File: src/design/pipeline_pkg.sv
/*
  Packet types and widths shared by the memory and completion stages.
  Register index ZERO_REG marks a packet that writes no register.
*/
`default_nettype none

package pipeline_pkg;

  //////////////////////////////
  // widths
  //////////////////////////////
  localparam int XLEN          = 64;   // data and address width
  localparam int INST_W        = 32;   // raw instruction word
  localparam int REG_IDX_W     = 5;
  localparam int RETIRE_CNT_W  = 32;   // retired instruction counter

  localparam logic [REG_IDX_W-1:0] ZERO_REG = 5'd31;  // no write

  //////////////////////////////
  // execute -> memory
  //////////////////////////////
  typedef struct packed {
    logic [XLEN-1:0]      npc;
    logic [INST_W-1:0]    inst;
    logic                 halt;
    logic                 illegal;
    logic                 take_branch;
    logic [REG_IDX_W-1:0] dest_reg_idx;
    logic                 rd_mem;       // load
    logic                 wr_mem;       // store
    logic [XLEN-1:0]      alu_result;   // also the memory address
    logic [XLEN-1:0]      rega_value;   // store data
    logic                 valid;
  } x_c_packet_t;

  //////////////////////////////
  // memory -> completion
  //////////////////////////////
  typedef struct packed {
    logic [XLEN-1:0]      npc;
    logic [INST_W-1:0]    inst;
    logic                 halt;
    logic                 illegal;
    logic                 take_branch;
    logic [REG_IDX_W-1:0] dest_reg_idx;
    logic [XLEN-1:0]      result;
    logic                 valid;        // already masked by stall
    logic                 stall;
  } c_r_packet_t;

endpackage

`default_nettype wire
File: src/design/writeback_stage.sv
/*
  Completion register, one cycle behind the memory stage.
  After a halt or illegal packet retires, nothing retires until reset.
*/
`timescale 1ns/1ps
`default_nettype none

module writeback_stage
  import pipeline_pkg::*;
(
  input  logic                    clock,
  input  logic                    reset,
  input  c_r_packet_t             c_packet_in,
  output logic                    wb_valid,
  output logic [REG_IDX_W-1:0]    wb_dest_reg,
  output logic [XLEN-1:0]         wb_result,
  output logic [XLEN-1:0]         wb_npc,
  output logic                    wb_take_branch,
  output logic                    halted,
  output logic [RETIRE_CNT_W-1:0] retired_count
);

  logic retire;
  logic stop_req;

  // valid is already masked by stall
  assign retire   = c_packet_in.valid && !halted;
  assign stop_req = c_packet_in.halt | c_packet_in.illegal;

  //////////////////////////////
  // control state
  //////////////////////////////
  always_ff @(posedge clock) begin
    if (reset) begin
      wb_valid      <= 1'b0;
      halted        <= 1'b0;
      retired_count <= '0;
    end else begin
      wb_valid <= retire;
      if (retire) begin
        retired_count <= retired_count + RETIRE_CNT_W'(1);
        if (stop_req) begin
          halted <= 1'b1;   // sticky
        end
      end
    end
  end

  //////////////////////////////
  // payload
  //////////////////////////////
  // held between retirements
  always_ff @(posedge clock) begin
    if (retire) begin
      wb_dest_reg    <= c_packet_in.dest_reg_idx;
      wb_result      <= c_packet_in.result;
      wb_npc         <= c_packet_in.npc;
      wb_take_branch <= c_packet_in.take_branch;
    end
  end

endmodule

`default_nettype wire

File: config.mk
export PLATFORM = sky130hd
export DESIGN_NAME = writeback_stage
export DESIGN_NICKNAME = d
export VERILOG_FILES = /design/src/design/pipeline_pkg.sv /design/src/design/writeback_stage.sv
export SDC_FILE = /design/constraint.sdc
export NUM_CORES = 1
export LEC_CHECK = 0
export BUFFER_PORTS_ARGS = -buffer_cell sky130_fd_sc_hd__buf_2
export CORE_ASPECT_RATIO = 0.75
export CORE_MARGIN = 1.5
export CORE_UTILIZATION = 30
export CTS_CLUSTER_SIZE = 16
export DETAILED_ROUTE_END_ITERATION = 8
export GPL_TIMING_DRIVEN = 0
export PLACE_DENSITY = 0.6
export SLEW_MARGIN = 15
export SYNTH_ARGS = -nofsm -noshare
export SYNTH_HDL_FRONTEND = slang
export SYNTH_SLANG_ARGS = --single-unit
File: constraint.sdc
create_clock -name clock -period 7.05 [get_ports clock]
set_input_delay 0.3525 -clock clock [delete_from_list [all_inputs] [get_ports clock]]
set_output_delay 0.3525 -clock clock [all_outputs]
set_load 0.02 [all_outputs]
=== Yosys cells after proc, flatten, opt, wreduce, memory -nomap -nowiden ===
Index checks and enable logic that the tools add are counted.

* Add/sub/neg operators: 1
* Multipliers: 0
* Divide/modulo/power cells: 0
* Order comparisons: 0
* Eq/ne operators: 0
* Shifts and indexed selects: 0
* Muxes and demuxes: 0
* Bitwise gates (word level): 1
* Reductions and logical operators: 3

{| class="wikitable"
|+ Operator list
! operator !! number
|-
| adder 32 x 1 -> 32 bit, second input constant || 1
|-
| AND reduction 2 bit || 1
|-
| logical AND 1 bit || 1
|-
| logical NOT 1 bit || 1
|-
| bitwise OR 1 bit || 1
|}

* Register bits: 168
* Latch bits: 0
* Memory bits (writable): 0
* Bits in read-only memories: 0
* Input bits: 172
* Output and inout bits: 168
* Memories: 0

=== Longest topological paths before layout ===
* Depth after elaboration: 3
* Mapped depth: 6
* Gate-level depth less buffers: 6

=== Worst setup path before layout ===
OpenSTA, ideal clock, no wires.

* Path kind: reg-to-reg
* From: register halted
* To: register retired_count[6]
* Library setup time: 0.128 ns
* Arrival time: 5.110 ns
* Data required time: 6.922 ns
* Setup slack: 1.813 ns
* Stages on the path, launching flop included: 7
* Path buffers: 1
* Clock period less this slack: 5.237 ns
* Path through: dfxtp_1 -> nor2b_1 -> clkbuf_1 -> and3_1 -> nand4_1 -> xor2_1 -> nor2_1

* Cells in the longest elaborated chain, start to end: 2

{| class="wikitable"
|+ Ends and longest elaborated chain
! item !! line !! RTL
|-
| from (decl) || writeback_stage.sv:19 || <nowiki>output logic halted,</nowiki>
|-
| from (signal assigned) || writeback_stage.sv:36 || <nowiki>halted <= 1'b0;</nowiki>
|-
| from (signal assigned) || writeback_stage.sv:43 || <nowiki>halted <= 1'b1;</nowiki>
|-
| logical NOT 1 bit || writeback_stage.sv:27 || <nowiki>assign retire = c_packet_in.valid && !halted;</nowiki>
|-
| logical AND 1 bit || writeback_stage.sv:27 ||
|-
| net retire || writeback_stage.sv:23 || <nowiki>logic retire;</nowiki>
|-
| to (signal assigned) || writeback_stage.sv:41 || <nowiki>retired_count <= retired_count + RETIRE_CNT_W'(1);</nowiki>
|-
| to (decl) || writeback_stage.sv:20 || <nowiki>output logic [RETIRE_CNT_W-1:0] retired_count</nowiki>
|}

The timed path passes the listed nets, and every way through them passes these cells.
A chain may end at the register's enable or synchronous reset.

=== Final worst setup path ===
* From: register retired_count[1]
* To: register retired_count[28]

* Cells in the longest elaborated chain, start to end: 1

{| class="wikitable"
|+ Ends and longest elaborated chain
! item !! line
|-
| adder 32 x 1 -> 32 bit || writeback_stage.sv:41
|}

Every way passes these cells.

==> summary.md <==
| Metric | Value |
|---|---|
| Pleak | 3.433 nW |
| Vias per cell | 4.264 |
| Most used DFF post-synth | edfxtp_1 |
| RSZ-0062 raised after global routing | false |
| Setup TNS | 0 ps |
| CP max stage delay | 570 ps |
| Gpl congestion | 0.8272 |
| CP max FO | 4 |
| First-pass GRT wire length | 21.17 mm |
| Row count | 42 |
| Total setup buffers inserted after CTS | 0 |
| First-pass DRT Iterations | 4 |
| Vias in the first global route | 3764 |
| Clock-pin slew on the worst setup and hold paths | 80 ps |
| GRT Total Usage | 14.75% |
| R2R cell count | 6 |
| Worst hold path class | input port to flip-flop |
| Unique masters post-synth | 29 |
| IO buf count | 305 |
| Pins Over Slew Limit | 0 |
| Number of CTS-inserted buffers | 17 |
| Endpoint class of the critical path | flip-flop |
| Worst Path Buf+Inv | 0 |
| Post-synth EDFFs | 134 |
| Minimum clock period | 1937 ps |
| Synth area leader | edfxtp_1 |
| Post-synthesis sequential area ratio | 84.80% |
| WHS Path Cells | 1 |
| Ports | 340 |
| Worst-path cell chain | ha_1, nand4b_1, nor4_1, nand4_1, xor2_1, nor2_1 |
| Status | completed |
| Detailed placement HPWL | 10.80 mm |
| Maxcap violations | 0 |
| Most used standard cell by instance count after synthesis | edfxtp_1 |
| Max IR drop VDD | 0.1308 mV |
| Placed Cells | 849 |
| Share of layout cells above drive strength 1 | 54.30% |
| Post_cts resized | 0 |
| Number of DRC markers in iteration 0 | 204 |
| Seq cells post-synth | 168 |
| CTS tree | built |
| Pwr/cell area | 276.9 mW/mm2 |
| GRT overflow | 0 |
| Critical path class | flip-flop to flip-flop |
| Largest net degree at the start of global routing | 67 |
| Critical path depth | 6 |
| Async SR Flop Fraction | 0% |
| N_diodes | 0 |
| Layout Utilization | 44.87% |
| H-tree depth | 4 |
| Slew HR | 59.65% |
| DRC violation count after routing | 0 |
| Synth-to-layout area growth | 44.52% |
| Leading registers by flop count | wb_npc x64, wb_result x64, retired_count x32 |
| Cell Area, Placed | 0.007436 mm2 |
| Critical Path AT | 2230 ps |
| Non-Filler Instances | 881 |
| Synth warn | 0 |
| Core area | 0.01787 mm2 |
| Skew-Pair Late Insertion Delay | 430 ps |
| Syn Area/Cell | 18.49 um2 |
| Synth top area share | 72.53% |
| Hold Buf Count CTS | 0 |
| CTS root buf | clkbuf_16 |
| Worst Skew | 11.10 ps |
| Initial antenna violation count | 1 |
| Net count, final | 799 |
| Die height | 120.8 um |
| Initial Utilization | 31.05% |
| Crit share post-route | 27.48% |
| Via count | 3757 |
| Setup violators final | 0 |
| Critical-path top delay cell | nor4_1 |
| Post-Syn Nets | 473 |
| Final wirelength | 14.40 mm |
| Critical Path Start Type | flip-flop |
| Hold Vio Cnt, Final | 0 |
| Synth Cell Area | 0.005548 mm2 |
| Max Root-Sink Buffers | 2 |
| Finished Cell Area | 0.008018 mm2 |
| Clock tree sinks | 168 |
| Synth Instances | 300 |
| ANT nets after route | 0 |
| Required time worst endpoint | 7340 ps |
| Chip Width | 160.0 um |
| Worst path top cell family by delay | simple AND/OR/NAND/NOR gates |
| Wire per inst | 16.35 um |
| Synth top cells by count | edfxtp_1 (134), nor2_1 (36), dfxtp_1 (34) |
| Worst Tran Pin Value | 600.8 ps |
| Highest Clock Rate | 0.5162 GHz |
| Die ar. | 0.01933 mm2 |
| Synth top area cells | edfxtp_1 (73%), dfxtp_1 (12%), xor2_1 (3.9%) |
==> per-stage QoR <==
step	hold WS [ps]	worst slack [ps]	total power, mW
finish	97.46	5113	2.220
global route	72.18	4968	2.298
CTS	74.38	5101	2.251
detailed placement	473.3	5129	1.347
global placement	469.0	423.1	1.348
floorplan	451.4	1813	1.256
==> path summary, 6_finish.rpt <==
path                                     endpoint             start  slack, ps
worst min register to register             halted            halted        480
worst max register to register  retired_count[28]  retired_count[1]       5110
worst max-delay path            retired_count[28]  retired_count[1]       5110
worst min-delay path                   wb_npc[49]  c_packet_in[155]        100
==> report_power, final <==
part	internal (mW)	leakage [nW]	switching, mW	total [mW]
logic	0.0643	1.59	0.117	0.182
registers	1.13	1.56	0.0127	1.14
clock network	0.475	0.286	0.423	0.898
==> cells in the final DEF, fill, tap and decap left out, drive strengths merged, types with 2 or more instances in the layout <==
cell,count
xnor2,5
nand2,11
and3,4
nand4,13
edfxtp,134
nor4,4
nor3,3
inv,8
dfxtp,34
clkinv,7
clkbuf,23
o21ai,2
buf,307
nor2,36
nand3,12
xor2,25
nor2b,2
==> cell families after synthesis <==
family	synth area share (%)
AO/OA/AOI/OAI	0.2704
AND/OR/NAND/NOR	9.382
flip-flops	84.80
XOR/XNOR	4.736
adder cells (fa/ha/maj)	0.2255
multiplexers	0.1804
buffers and inverters	0.4059
==> cell type report <==
class / instances / area, um2
Fill cell: 1637 / 9849
Sequential cell: 168 / 4705
Timing Repair Buffer: 307 / 1582
Tap cell: 242 / 302.8
Multi-Input combinational cell: 126 / 820.8
Clock inverter: 14 / 152.6
Buffer: 5 / 22.52
Inverter: 1 / 3.754
Clock buffer: 18 / 429.2
==> routing by layer <==
| metal | track usage [%] | vias up | wire (um) |
|---|---|---|---|
| li1 | - | 1770 | - |
| met1 | 18.37 | 1812 | 6018 |
| met2 | 24.32 | 158 | 7187 |
| met3 | 4.768 | 15 | 1019 |
| met4 | 4.907 | 2 | 165 |
| met5 | 0 | - | 13 |
Note: power is estimated with default switching activity, not from simulation.
