==> config.mk <==
export PLATFORM = sky130hd
export DESIGN_NAME = mem_stage_flat
export DESIGN_NICKNAME = d
export VERILOG_FILES = /design/src/design/mem_bus_pkg.sv /design/src/design/pipeline_pkg.sv /design/src/design/dmem_if.sv /design/src/design/mem_stage.sv /design/src/flat_wrapper.sv
export SDC_FILE = /design/constraint.sdc
export NUM_CORES = 1
export LEC_CHECK = 0
export ABC_AREA = 1
export BUFFER_PORTS_ARGS = -buffer_cell sky130_fd_sc_hd__buf_4
export CAP_MARGIN = 25
export CORE_AREA = 2 2 237 239
export CTS_BUF_LIST = sky130_fd_sc_hd__clkbuf_8
export DETAILED_ROUTE_END_ITERATION = 8
export DIE_AREA = 0 0 239 241
export GPL_ROUTABILITY_DRIVEN = 0
export GPL_TIMING_DRIVEN = 1
export SETUP_SLACK_MARGIN = 0.5
export SLEW_MARGIN = 10
export SYNTH_ARGS = -nofsm -noshare
export SYNTH_HDL_FRONTEND = slang
export SYNTH_SLANG_ARGS = --single-unit
export TNS_END_PERCENT = 50
==> constraint.sdc <==
create_clock -name clock -period 1.14 [get_ports clock]
set_input_delay 0 -clock clock [delete_from_list [all_inputs] [get_ports clock]]
set_output_delay 0 -clock clock [all_outputs]
set_load 0.01 [all_outputs]
==> src/design/mem_bus_pkg.sv <==
/*
  Data-memory bus encodings and memory sizing.
  One outstanding load only, whole 64-bit words, tag 0 means no tag.
*/
`default_nettype none

package mem_bus_pkg;

  // bus command codes
  typedef enum logic [1:0] {
    bus_none  = 2'd0,
    bus_load  = 2'd1,
    bus_store = 2'd2
  } bus_command_e;

  //////////////////////////////
  // tags
  //////////////////////////////
  localparam int TAG_W = 4;
  localparam logic [TAG_W-1:0] TAG_NONE  = '0;
  localparam logic [TAG_W-1:0] TAG_FIRST = 4'd1;   // 0 is skipped
  localparam logic [TAG_W-1:0] TAG_LAST  = 4'd15;

  //////////////////////////////
  // memory array
  //////////////////////////////
  localparam int MEM_WORDS    = 256;
  localparam int MEM_ADDR_LSB = 3;                    // byte offset in a word
  localparam int MEM_IDX_W    = $clog2(MEM_WORDS);    // addr bits 3..10

  // load timing
  localparam int LOAD_LATENCY = 3;                    // issue to data, cycles
  localparam int LAT_CNT_W    = $clog2(LOAD_LATENCY + 1);

endpackage

`default_nettype wire

==> src/design/pipeline_pkg.sv <==
/*
  Packet types and widths shared by the memory and completion stages.
  Register index ZERO_REG marks a packet that writes no register.
*/
`default_nettype none

package pipeline_pkg;

  //////////////////////////////
  // widths
  //////////////////////////////
  localparam int XLEN          = 64;   // data and address width
  localparam int INST_W        = 32;   // raw instruction word
  localparam int REG_IDX_W     = 5;
  localparam int RETIRE_CNT_W  = 32;   // retired instruction counter

  localparam logic [REG_IDX_W-1:0] ZERO_REG = 5'd31;  // no write

  //////////////////////////////
  // execute -> memory
  //////////////////////////////
  typedef struct packed {
    logic [XLEN-1:0]      npc;
    logic [INST_W-1:0]    inst;
    logic                 halt;
    logic                 illegal;
    logic                 take_branch;
    logic [REG_IDX_W-1:0] dest_reg_idx;
    logic                 rd_mem;       // load
    logic                 wr_mem;       // store
    logic [XLEN-1:0]      alu_result;   // also the memory address
    logic [XLEN-1:0]      rega_value;   // store data
    logic                 valid;
  } x_c_packet_t;

  //////////////////////////////
  // memory -> completion
  //////////////////////////////
  typedef struct packed {
    logic [XLEN-1:0]      npc;
    logic [INST_W-1:0]    inst;
    logic                 halt;
    logic                 illegal;
    logic                 take_branch;
    logic [REG_IDX_W-1:0] dest_reg_idx;
    logic [XLEN-1:0]      result;
    logic                 valid;        // already masked by stall
    logic                 stall;
  } c_r_packet_t;

endpackage

`default_nettype wire
==> src/design/dmem_if.sv <==
/*
  Processor to data-memory bus. response is combinational in the issue
  cycle, tag/rdata are valid together for exactly one cycle.
*/
`timescale 1ns/1ps
`default_nettype none

interface dmem_if
  import pipeline_pkg::*, mem_bus_pkg::*;
();

  // processor side
  bus_command_e     command;
  logic [XLEN-1:0]  addr;       // byte address
  logic [XLEN-1:0]  data;       // store data

  // memory side
  logic [TAG_W-1:0] response;   // nonzero = accepted, value is the tag
  logic [TAG_W-1:0] tag;        // nonzero with rdata
  logic [XLEN-1:0]  rdata;

  modport proc (output command, addr, data, input response, tag, rdata);
  modport mem  (input command, addr, data, output response, tag, rdata);

endinterface

`default_nettype wire

==> src/design/mem_stage.sv <==
/*
  Memory access stage. Combinational apart from the waiting tag.
  Source must hold its packet while stall is high.
*/
`timescale 1ns/1ps
`default_nettype none

module mem_stage
  import pipeline_pkg::*, mem_bus_pkg::*;
(
  input  logic         clock,
  input  logic         reset,
  input  x_c_packet_t  x_c_packet_in,
  dmem_if.proc         dmem,
  output c_r_packet_t  c_packet_out
);

  logic [TAG_W-1:0] wait_tag;   // tag of the load in flight, 0 = none
  logic             rd_req;
  logic             wr_req;
  logic             load_done;
  logic             stall;
  logic             wait_tag_we;

  // only valid packets touch memory
  assign rd_req = x_c_packet_in.valid & x_c_packet_in.rd_mem;
  assign wr_req = x_c_packet_in.valid & x_c_packet_in.wr_mem;

  //////////////////////////////
  // bus request
  //////////////////////////////
  // nothing new goes out while a load is pending
  assign dmem.command = (wait_tag != TAG_NONE) ? bus_none  :
                        wr_req                 ? bus_store :
                        rd_req                 ? bus_load  :
                                                 bus_none;

  assign dmem.addr = x_c_packet_in.alu_result;   // address from the ALU
  assign dmem.data = x_c_packet_in.rega_value;

  //////////////////////////////
  // load return
  //////////////////////////////
  // returned tag must be live and ours
  assign load_done = rd_req && (dmem.tag != TAG_NONE) && (dmem.tag == wait_tag);

  // load not back yet, or store refused
  assign stall = (rd_req && !load_done) ||
                 (wr_req && (dmem.response == TAG_NONE));

  // latch on issue, clear on return (response is 0 then)
  assign wait_tag_we = rd_req && ((wait_tag == TAG_NONE) || load_done);

  always_ff @(posedge clock) begin
    if (reset) begin
      wait_tag <= TAG_NONE;
    end else if (wait_tag_we) begin
      wait_tag <= dmem.response;
    end
  end

  //////////////////////////////
  // completion packet
  //////////////////////////////
  assign c_packet_out.npc         = x_c_packet_in.npc;
  assign c_packet_out.inst        = x_c_packet_in.inst;
  assign c_packet_out.halt        = x_c_packet_in.halt;
  assign c_packet_out.illegal     = x_c_packet_in.illegal;
  assign c_packet_out.take_branch = x_c_packet_in.take_branch;

  // a stalled packet must not write anything
  assign c_packet_out.dest_reg_idx = stall ? ZERO_REG : x_c_packet_in.dest_reg_idx;
  assign c_packet_out.valid        = x_c_packet_in.valid & ~stall;

  assign c_packet_out.result = load_done ? dmem.rdata            // load data
                                         : x_c_packet_in.alu_result;
  assign c_packet_out.stall  = stall;

endmodule

`default_nettype wire

==> src/flat_wrapper.sv <==
// flat-port wrapper written by rule: the top's interface ports become plain ports
module mem_stage_flat import pipeline_pkg::*, mem_bus_pkg::*;
  (clock, reset, x_c_packet_in, c_packet_out, dmem_command, dmem_addr, dmem_data, dmem_response, dmem_tag, dmem_rdata);
  dmem_if dmem_i ();
  input  logic clock;
  input  logic reset;
  input  x_c_packet_t x_c_packet_in;
  output c_r_packet_t c_packet_out;
  output wire logic [$bits(dmem_i.command)-1:0] dmem_command;
  output wire logic [$bits(dmem_i.addr)-1:0] dmem_addr;
  output wire logic [$bits(dmem_i.data)-1:0] dmem_data;
  input wire logic [$bits(dmem_i.response)-1:0] dmem_response;
  input wire logic [$bits(dmem_i.tag)-1:0] dmem_tag;
  input wire logic [$bits(dmem_i.rdata)-1:0] dmem_rdata;
  assign dmem_command = dmem_i.command;
  assign dmem_addr = dmem_i.addr;
  assign dmem_data = dmem_i.data;
  assign dmem_i.response = dmem_response;
  assign dmem_i.tag = dmem_tag;
  assign dmem_i.rdata = dmem_rdata;
  mem_stage u_core (.clock(clock), .reset(reset), .x_c_packet_in(x_c_packet_in), .dmem(dmem_i), .c_packet_out(c_packet_out));
endmodule
## After elaboration in Yosys (flattened, before gate mapping)

Cells that the tools add are included.

- Equality and inequality tests: 1
- Multiplexer cells: 5
- Bitwise operators: 4
- Reductions and logical operators: 12

Operators with widths:

| kind | number |
|---|---|
| 2-to-1 mux 64 bit | 1 |
| zero test 4 bit | 2 |
| nonzero test 4 bit | 2 |
| logical AND 1 bit | 5 |
| 2-to-1 mux 5 bit | 1 |
| equality test 4 bit | 1 |
| 2-to-1 mux 2 bit | 2 |
| AND 1 bit | 3 |
| logical OR 1 bit | 2 |
| zero test 1 bit | 1 |
| 2-to-1 mux 1 bit | 1 |
| NOT 1 bit | 1 |

- Bits in registers: 4
- Word-level logic and storage cells: 23

## Depth between registers and ports, before layout

Gate-level depths: netlist (run 1).

- Word-level depth: 8
- Mapped depth: 10
- Depth with buffers taken out: 9

## Worst setup path before layout (run 1)

Ideal clock, no wire load.

- Path type: flip-flop to flip-flop
- Start: register u_core.wait_tag[0]
- End: register u_core.wait_tag[0]
- Setup time: 0.111 ns
- Arrival: 1.091 ns
- Slack: -0.062 ns
- Cell stages (with the launch flop): 11
- Clock period less this slack: 1.202 ns
- Cell sequence: dfxtp_1 > inv_1 > nand2_1 > nand2_1 > nor2_2 > nand3_2 > buf_6 > nand2_2 > inv_2 > nor2_1 > nor2_1

- Cells in the longest elaborated chain, start to end: 4

Ends and longest elaborated chain:

| item | line | source |
|---|---|---|
| start: declaration | mem_stage.sv:18 | `logic [TAG_W-1:0] wait_tag;` |
| start signal: assignment | mem_stage.sv:58 | `wait_tag <= dmem.response;` |
| equality test 4 bit | mem_stage.sv:45 | `assign load_done = rd_req && (dmem.tag != TAG_NONE) && (dmem.tag == wait_tag);` |
| logical AND 1 bit | mem_stage.sv:45 |  |
| logical OR 1 bit (*) | mem_stage.sv:52 | `assign wait_tag_we = rd_req && ((wait_tag == TAG_NONE) \|\| load_done);` |
| logical AND 1 bit (*) | mem_stage.sv:52 |  |

Every way passes the cells marked *; elsewhere a longest branch is shown, timed or not.
A chain may end at the register's enable or synchronous reset.

==> summary.md, run 1 <==
| Metric | Value |
|---|---|
| DRC | `0` |
| Max-cap violations | `0` |
| ANT cells | `0` |
| Vias in the first global route | `2863` |
| Total Wirelength | `19600 µm` |
| Slew Limit Fails | `0` |
| Critical Path RT | `1.14 ns` |
| Net Count, Synth | `810` |
| Place WS | `-0.298 ns` |
| Gr busiest metal | `met2` |
| Worst Skew | `0.00142 ns` |
| Final setup violation count | `76` |
| Pre-Repair DR Iteration Count | `4` |
| Top cells by area, synth | `buf_4, nand2_1, inv_1, o21ai_1, o21ai_2` |
| Worst-Skew Late Latency | `approximately 0.22 ns` |
| Detailed Route Iter0 Violations | `55` |
| Via count | `3180` |
| GRT met2 Usage | `0.0899` |
| Final WS setup | `-0.530 ns` |
| CTS tree | `yes` |
| Lkg Pwr | `between 2 and 3 nW` |
| WL/cell | `15.3 µm` |
| Die Span Y | `241 µm` |
| TritonCTS Buffers | `3` |
| Met3 usage | `0.0589` |
| Total GRT Usage | `0.0556` |
| IO Pins | `609` |
| GRT Residual Overflow | `0` |
| Final hold vios | `0` |
| Clock slew at the register clock pins of the worst setup and hold paths | `0.03 ns` |
| Fin nets | `890` |
| Worst Setup End Kind | `primary output` |
| Die X | `239 µm` |
| CTS H-tree lvls | `1` |
| Crit path kind | `reg2out` |
| Power after layout | `2.17 mW` |
| Final HPWL DP | `15700 µm` |
| Avg Inst Size Synth | `6.06 µm²` |
| Rows | `86` |
| Clk sink count | `4` |
| Top Registers | `u_core.wait_tag: 4 flops` |
| Port bufs | `282` |
| Most frequent cells in the layout | `buf_4, inv_1, nand2_1` |
| Critical Path Fanout Max | `7` |
| Initial Utilization | `0.0553` |
| Arrival time at the worst endpoint | `roughly 1.7 ns` |
| Clk root buf | `clkbuf_8` |
| Non-filler instance count after layout | `approximately 1.3k` |
| Initial antenna violation count | `6` |
| Slew margin rel. | `0.767` |
| HP Start | `x_c_packet_in[144]` |
| Avg Vias per Cell | `2.48` |
| Final min period | `1.67 ns` |
| Core Region | `0.0549 mm²` |
| Share of cells above drive strength 1 | `0.699` |
| Setup tns final | `-34.57 ns` |
| Measured slew at the worst slew-check pin | `0.346 ns` |
| Failing checks | `setup timing` |
| Hold Crit Class | `in2out` |
| Top cell type's share of synthesized area | `0.564` |
| Peak supply drop | `185 µV` |
| Fmax achieved | `0.599 GHz` |
| Flops & latches, synth | `4` |
| Max reg flops | `4` |
| Worst Setup SP | `u_core.wait_tag[0]` |
| Met1 GRT Util | `0.0376` |
| Cell area after layout | `0.00510 mm²` |
| Largest net degree at the start of global routing | `74` |
| Reg-to-Reg Start | `u_core.wait_tag[0]` |
| Syn Inst Count | `501` |
| Synth-to-Final Area Change | `67.9%` |
| Synthesized area | `0.00304 mm²` |
| Synth warnings | `0` |
| Outcome | `finished with violations` |
| Largest Register | `u_core.wait_tag` |
| Startpoint Class | `flop` |
| Clk buf depth | `2` |
| Routed Antenna Nets | `0` |
| Fin crit share | `1.46` |
| Placed cells | `1270` |
| Area of placed instances | `between 0.004 and 0.005 mm²` |
| First-pass GRT wire length | `roughly 22000 µm` |
| RSZ-0062 raised after global routing | `true` |
| Seq/Total Area, Yosys | `0.0264` |
| Yosys cell types | `20` |
| Die Area | `0.0576 mm²` |
| Cell taking the most area after synthesis | `buf_4` |
| Most common cell after layout, fill and taps aside | `buf_4` |
| Pwr Density | `425 mW/mm²` |
synth_stat cells:
cell type,instances
a21oi_1,2
buf_2,2
buf_4,228
buf_6,8
clkbuf_1,4
dfxtp_1,4
inv_1,72
inv_2,4
nand2_1,84
nand2_2,2
nand3_1,5
nand3_2,1
nand4_1,1
nor2_1,13
nor2_2,1
nor4_1,1
o21ai_0,4
o21ai_1,46
o21ai_2,14
or2_1,5
critical path, cell delays in order, from the launching register on:
cell       delay (ns)
dfxtp_2          0.33
inv_2            0.04
nand2_1          0.04
nand2_1          0.05
nor2_2           0.14
nand3_4          0.10
buf_12           0.16
clkbuf_16        0.18
buf_4            0.16
o21ai_4          0.12
buf_6            0.12
what timing repair did:
action / CTS / global route
hold buffers: 1 / 0
gates resized for setup: 20 / 70
endpoints found under the hold margin: 1 / 0
pin swaps: 4 / 4
setup endpoints to repair: 77 / 77
cloned: 0 / 5
buffers inserted: 1 / 3
cells by family (layout without fill, tap and decap cells):
family          Yosys count  count (layout)  share of synthesized area
simple gates            113             113                      0.152
compound gates           66              66                      0.126
buf+inv                 318             396                      0.696
flops                     4               4                     0.0264
power by group:
| group | leakage, nW | switching [mW] | internal [mW] |
|---|---|---|---|
| Clock | 0.0216 | 0.0725 | 0.225 |
| Combinational | 2.54 | 0.746 | 0.952 |
| Sequential | 0.0344 | 0.0114 | 0.159 |
| Total | 2.59 | 0.830 | 1.34 |
through the flow:
stage	hold WS, ns	util
after floorplan	0.0475	-
after global placement	0.0000686	0.0834
after detailed placement	0.0000686	0.0834
after CTS	0.0000686	0.0857
after global routing	0.0000150	0.0929
final	0.00000392	0.0929
final cells by class:
type                       instances  area [µm²]
tap                              704         881
multi-input combinational        179        1170
inverter                          76         285
timing repair buffer             317        2630
sequential                         4        85.1
fill                            6453       49800
clock buffer                       3        41.3
layer usage:
layer  up-vias  routed length [µm]
met5         -                 123
met4        12                1240
met3       120                4340
met2       363                8920
met1      1261                5010
li1       1424                   -
worst paths after layout:
kind                        endpoint  slack, ns  cells past startpoint
hold / removal      c_packet_out[79]   0.000004                      0
setup reg to reg  u_core.wait_tag[1]      -0.26                     11
setup / recovery    c_packet_out[65]      -0.53                     10
hold reg to reg   u_core.wait_tag[3]       0.47                      2
Note: power is estimated with default switching activity, not from simulation.
==> run 2: changes to the inputs <==
--- a/config.mk
+++ b/config.mk
@@ -10,2 +10,4 @@
 export CAP_MARGIN = 25
+export CELL_PAD_IN_SITES_DETAIL_PLACEMENT = 0
+export CELL_PAD_IN_SITES_GLOBAL_PLACEMENT = 1
 export CORE_AREA = 2 2 237 239
@@ -16,2 +18,3 @@
 export GPL_TIMING_DRIVEN = 1
+export PLACE_DENSITY_LB_ADDON = 0.1
 export SETUP_SLACK_MARGIN = 0.5
==> constraint.sdc (replaced) <==
create_clock -name clock -period 1.14 [get_ports clock]
set_input_delay 0.228 -clock clock [delete_from_list [all_inputs] [get_ports clock]]
set_output_delay 0.228 -clock clock [all_outputs]
set_load 0.01 [all_outputs]
==> summary.md, run 2 (same netlist as run 1, synthesis figures left out) <==
| Metric | Value |
|---|---|
| Port bufs | `282` |
| Most common cell after layout, fill and taps aside | `buf_4` |
| R2r setup slk | `-0.73 ns` |
| Worst-Skew Late Latency | `0.21 ns` |
| GRT Residual Overflow | `0` |
| Final HPWL DP | `13000 µm` |
| Arrival time at the worst endpoint | `1.75 ns` |
| Pwr Density | `about 410 mW/mm²` |
| Reg area | `87.6 µm²` |
| Outcome | `finished with violations` |
| Reg2Reg Depth | `14` |
| Worst Setup End Kind | `primary output` |
| Largest net degree at the start of global routing | `21` |
| Lkg Pwr | `3.01 nW` |
| Fin nets | `905` |
| Cell area after layout | `0.00636 mm²` |
| Worst path slowest cell | `dfxtp_2` |
| Final min period | `1.98 ns` |
| Worst hold slack | `0.185 ns` |
| Most frequent cells in the layout | `buf_4, buf_6, inv_1` |
| Critical Path Fanout Max | `10` |
| Final setup violation count | `77` |
| Setup tns final | `-57.20 ns` |
| Crit path kind | `reg2out` |
| First-pass GRT wire length | `around 20000 µm` |
| WHS Endpoint | `u_core.wait_tag[3]` |
| ANT cells | `0` |
| Reg-to-Reg Start | `u_core.wait_tag[1]` |
| Initial Utilization | `0.0553` |
| Fillcell total | `6363` |
| Total Wirelength | `15700 µm` |
| Net Switching | `0.931 mW` |
| TritonCTS Buffers | `3` |
| Logic pwr share | `0.821` |
| Placed cells | `1276` |
| Worst hold path depth | `2` |
| Avg Vias per Cell | `around 2.4` |
| Number of hold buffers added after CTS | `0` |
| Clk buf depth | `2` |
| Area of placed instances | `0.00469 mm²` |
| Final hold vios | `0` |
| Detailed Route Iter0 Violations | `20` |
| Die X | `239 µm` |
| Synth-to-Final Area Change | `109%` |
| Fin crit share | `1.74` |
| Final WS setup | `-0.840 ns` |
| Max stage delay on crit path | `0.33 ns` |
| WL/cell | `12.1 µm` |
| Total GRT Usage | `0.0482` |
| Worst reg2reg endpoint | `u_core.wait_tag[2]` |
| Startpoint Class | `flop` |
| Non-filler instance count after layout | `1298` |
| IO Pins | `609` |
| HP Start | `reset` |
| Cell internal pwr | `1.65 mW` |
| Via count | `3133` |
| Place WS | `-0.825 ns` |
| Clk root buf | `clkbuf_8` |
| Clock power frac | `0.113` |
| Max reg flops | `4` |
| DRC | `0` |
| Critical Path RT | `roughly 0.91 ns` |
| Max-cap violations | `0` |
| Clock slew at the register clock pins of the worst setup and hold paths | `0.03 ns` |
| Clk sink count | `4` |
| CTS H-tree lvls | `1` |
| Peak supply drop | `173 µV` |
| Routed Antenna Nets | `0` |
| Pre-Repair DR Iteration Count | `4` |
| Slew Limit Fails | `0` |
| Share of cells above drive strength 1 | `0.779` |
| Top Registers | `u_core.wait_tag: 4 flops` |
| Seq pwr share | `0.066` |
| Initial antenna violation count | `0` |
| Multi-input gate area | `0.00150 mm²` |
| Core Region | `0.0549 mm²` |
| Vias in the first global route | `roughly 3.0k` |
| Fmax achieved | `~0.51 GHz` |
| Slew margin rel. | `0.784` |
| RSZ-0062 raised after global routing | `true` |
| Largest Register | `u_core.wait_tag` |
| CTS tree | `yes` |
| Die Area | `0.0576 mm²` |
| Cells along the critical path | `inv_2 > nand2_2 > nand2_2 > nor2_4 > nand3_4 > buf_12 > buf_8 > clkbuf_16 > nand2_1 > o21ai_1 > buf_4` |
| Sw Share | `0.360` |
| Die Span Y | `241 µm` |
| Worst Skew | `0.00155 ns` |
| Measured slew at the worst slew-check pin | `between 0.3 and 0.4 ns` |
| Hold Crit Class | `in2reg` |
| Crit path top cell by count | `nand2_2` |
| Rows | `86` |
| Failing checks | `setup timing` |
==> run 2: cell count changes in the layout (fill, tap and decap cells not counted), sizes merged <==
cell	delta
buf	+15
clkbuf	+1
dlygate4sd3	-1
==> run 2: what timing repair did <==
action                                  4_1_cts  5_1_grt
endpoints found under the setup margin      141      141
pin swaps                                     4        3
buffers inserted                             12        1
resized for setup                           147      213
gates cloned                                  2        4
==> run 2: worst max path at each step <==
stage	startpoint	endpoint	slack (ns)	cells after the start
after floorplan	u_core.wait_tag[3]	c_packet_out[55]	-0.26	8
after global placement	dmem_tag[1]	c_packet_out[65]	-0.89	9
after detailed placement	dmem_tag[1]	c_packet_out[2]	-0.82	9
after CTS	u_core.wait_tag[1]	c_packet_out[36]	-0.85	11
after global routing	u_core.wait_tag[1]	c_packet_out[35]	-0.92	10
final	u_core.wait_tag[1]	c_packet_out[30]	-0.84	11
==> run 2: cell type report <==
cell class              count  area share
flip-flops and latches      4      0.0138
multi-input cells         179       0.236
clock buffers               3     0.00649
repair buffers            332       0.560
inverters                  76      0.0452
well taps                 704       0.138
==> run 2: metrics by stage <==
stage | total power, mW | utilization
2_1_floorplan | 1.47 | -
3_5_place_dp | 1.80 | 0.0855
5_1_grt | 2.78 | 0.116
4_1_cts | 2.34 | 0.0993
3_3_place_gp | 1.83 | 0.0855
6_report | 2.58 | 0.116
==> run 2: critical path: cells and delay by family, from the launching register on <==
kind	cells	cell delay [ns]
AOI/OAI and AO/OA	1	0.05
buffers and inverters	5	0.66
DFF	1	0.33
and+or+nand+nor	5	0.49
==> run 2: power by group through the flow <==
stage | Combinational, mW | Sequential (mW) | Clock (mW)
floorplan | 1.30 | 0.168 | 0
finish | 2.12 | 0.171 | 0.291
global placement | 1.66 | 0.172 | 0
detailed placement | 1.63 | 0.171 | 0
global route | 2.29 | 0.174 | 0.309
CTS | 1.87 | 0.171 | 0.301
==> run 2: layer usage <==
metal  track usage  part of all wire  vias to the layer above
li1              -                 -                     1460
met1        0.0453              0.31                     1366
met2        0.0872              0.53                      241
met3        0.0244              0.12                       66
met4        0.0225             0.038                        0
met5             0                 0                        -
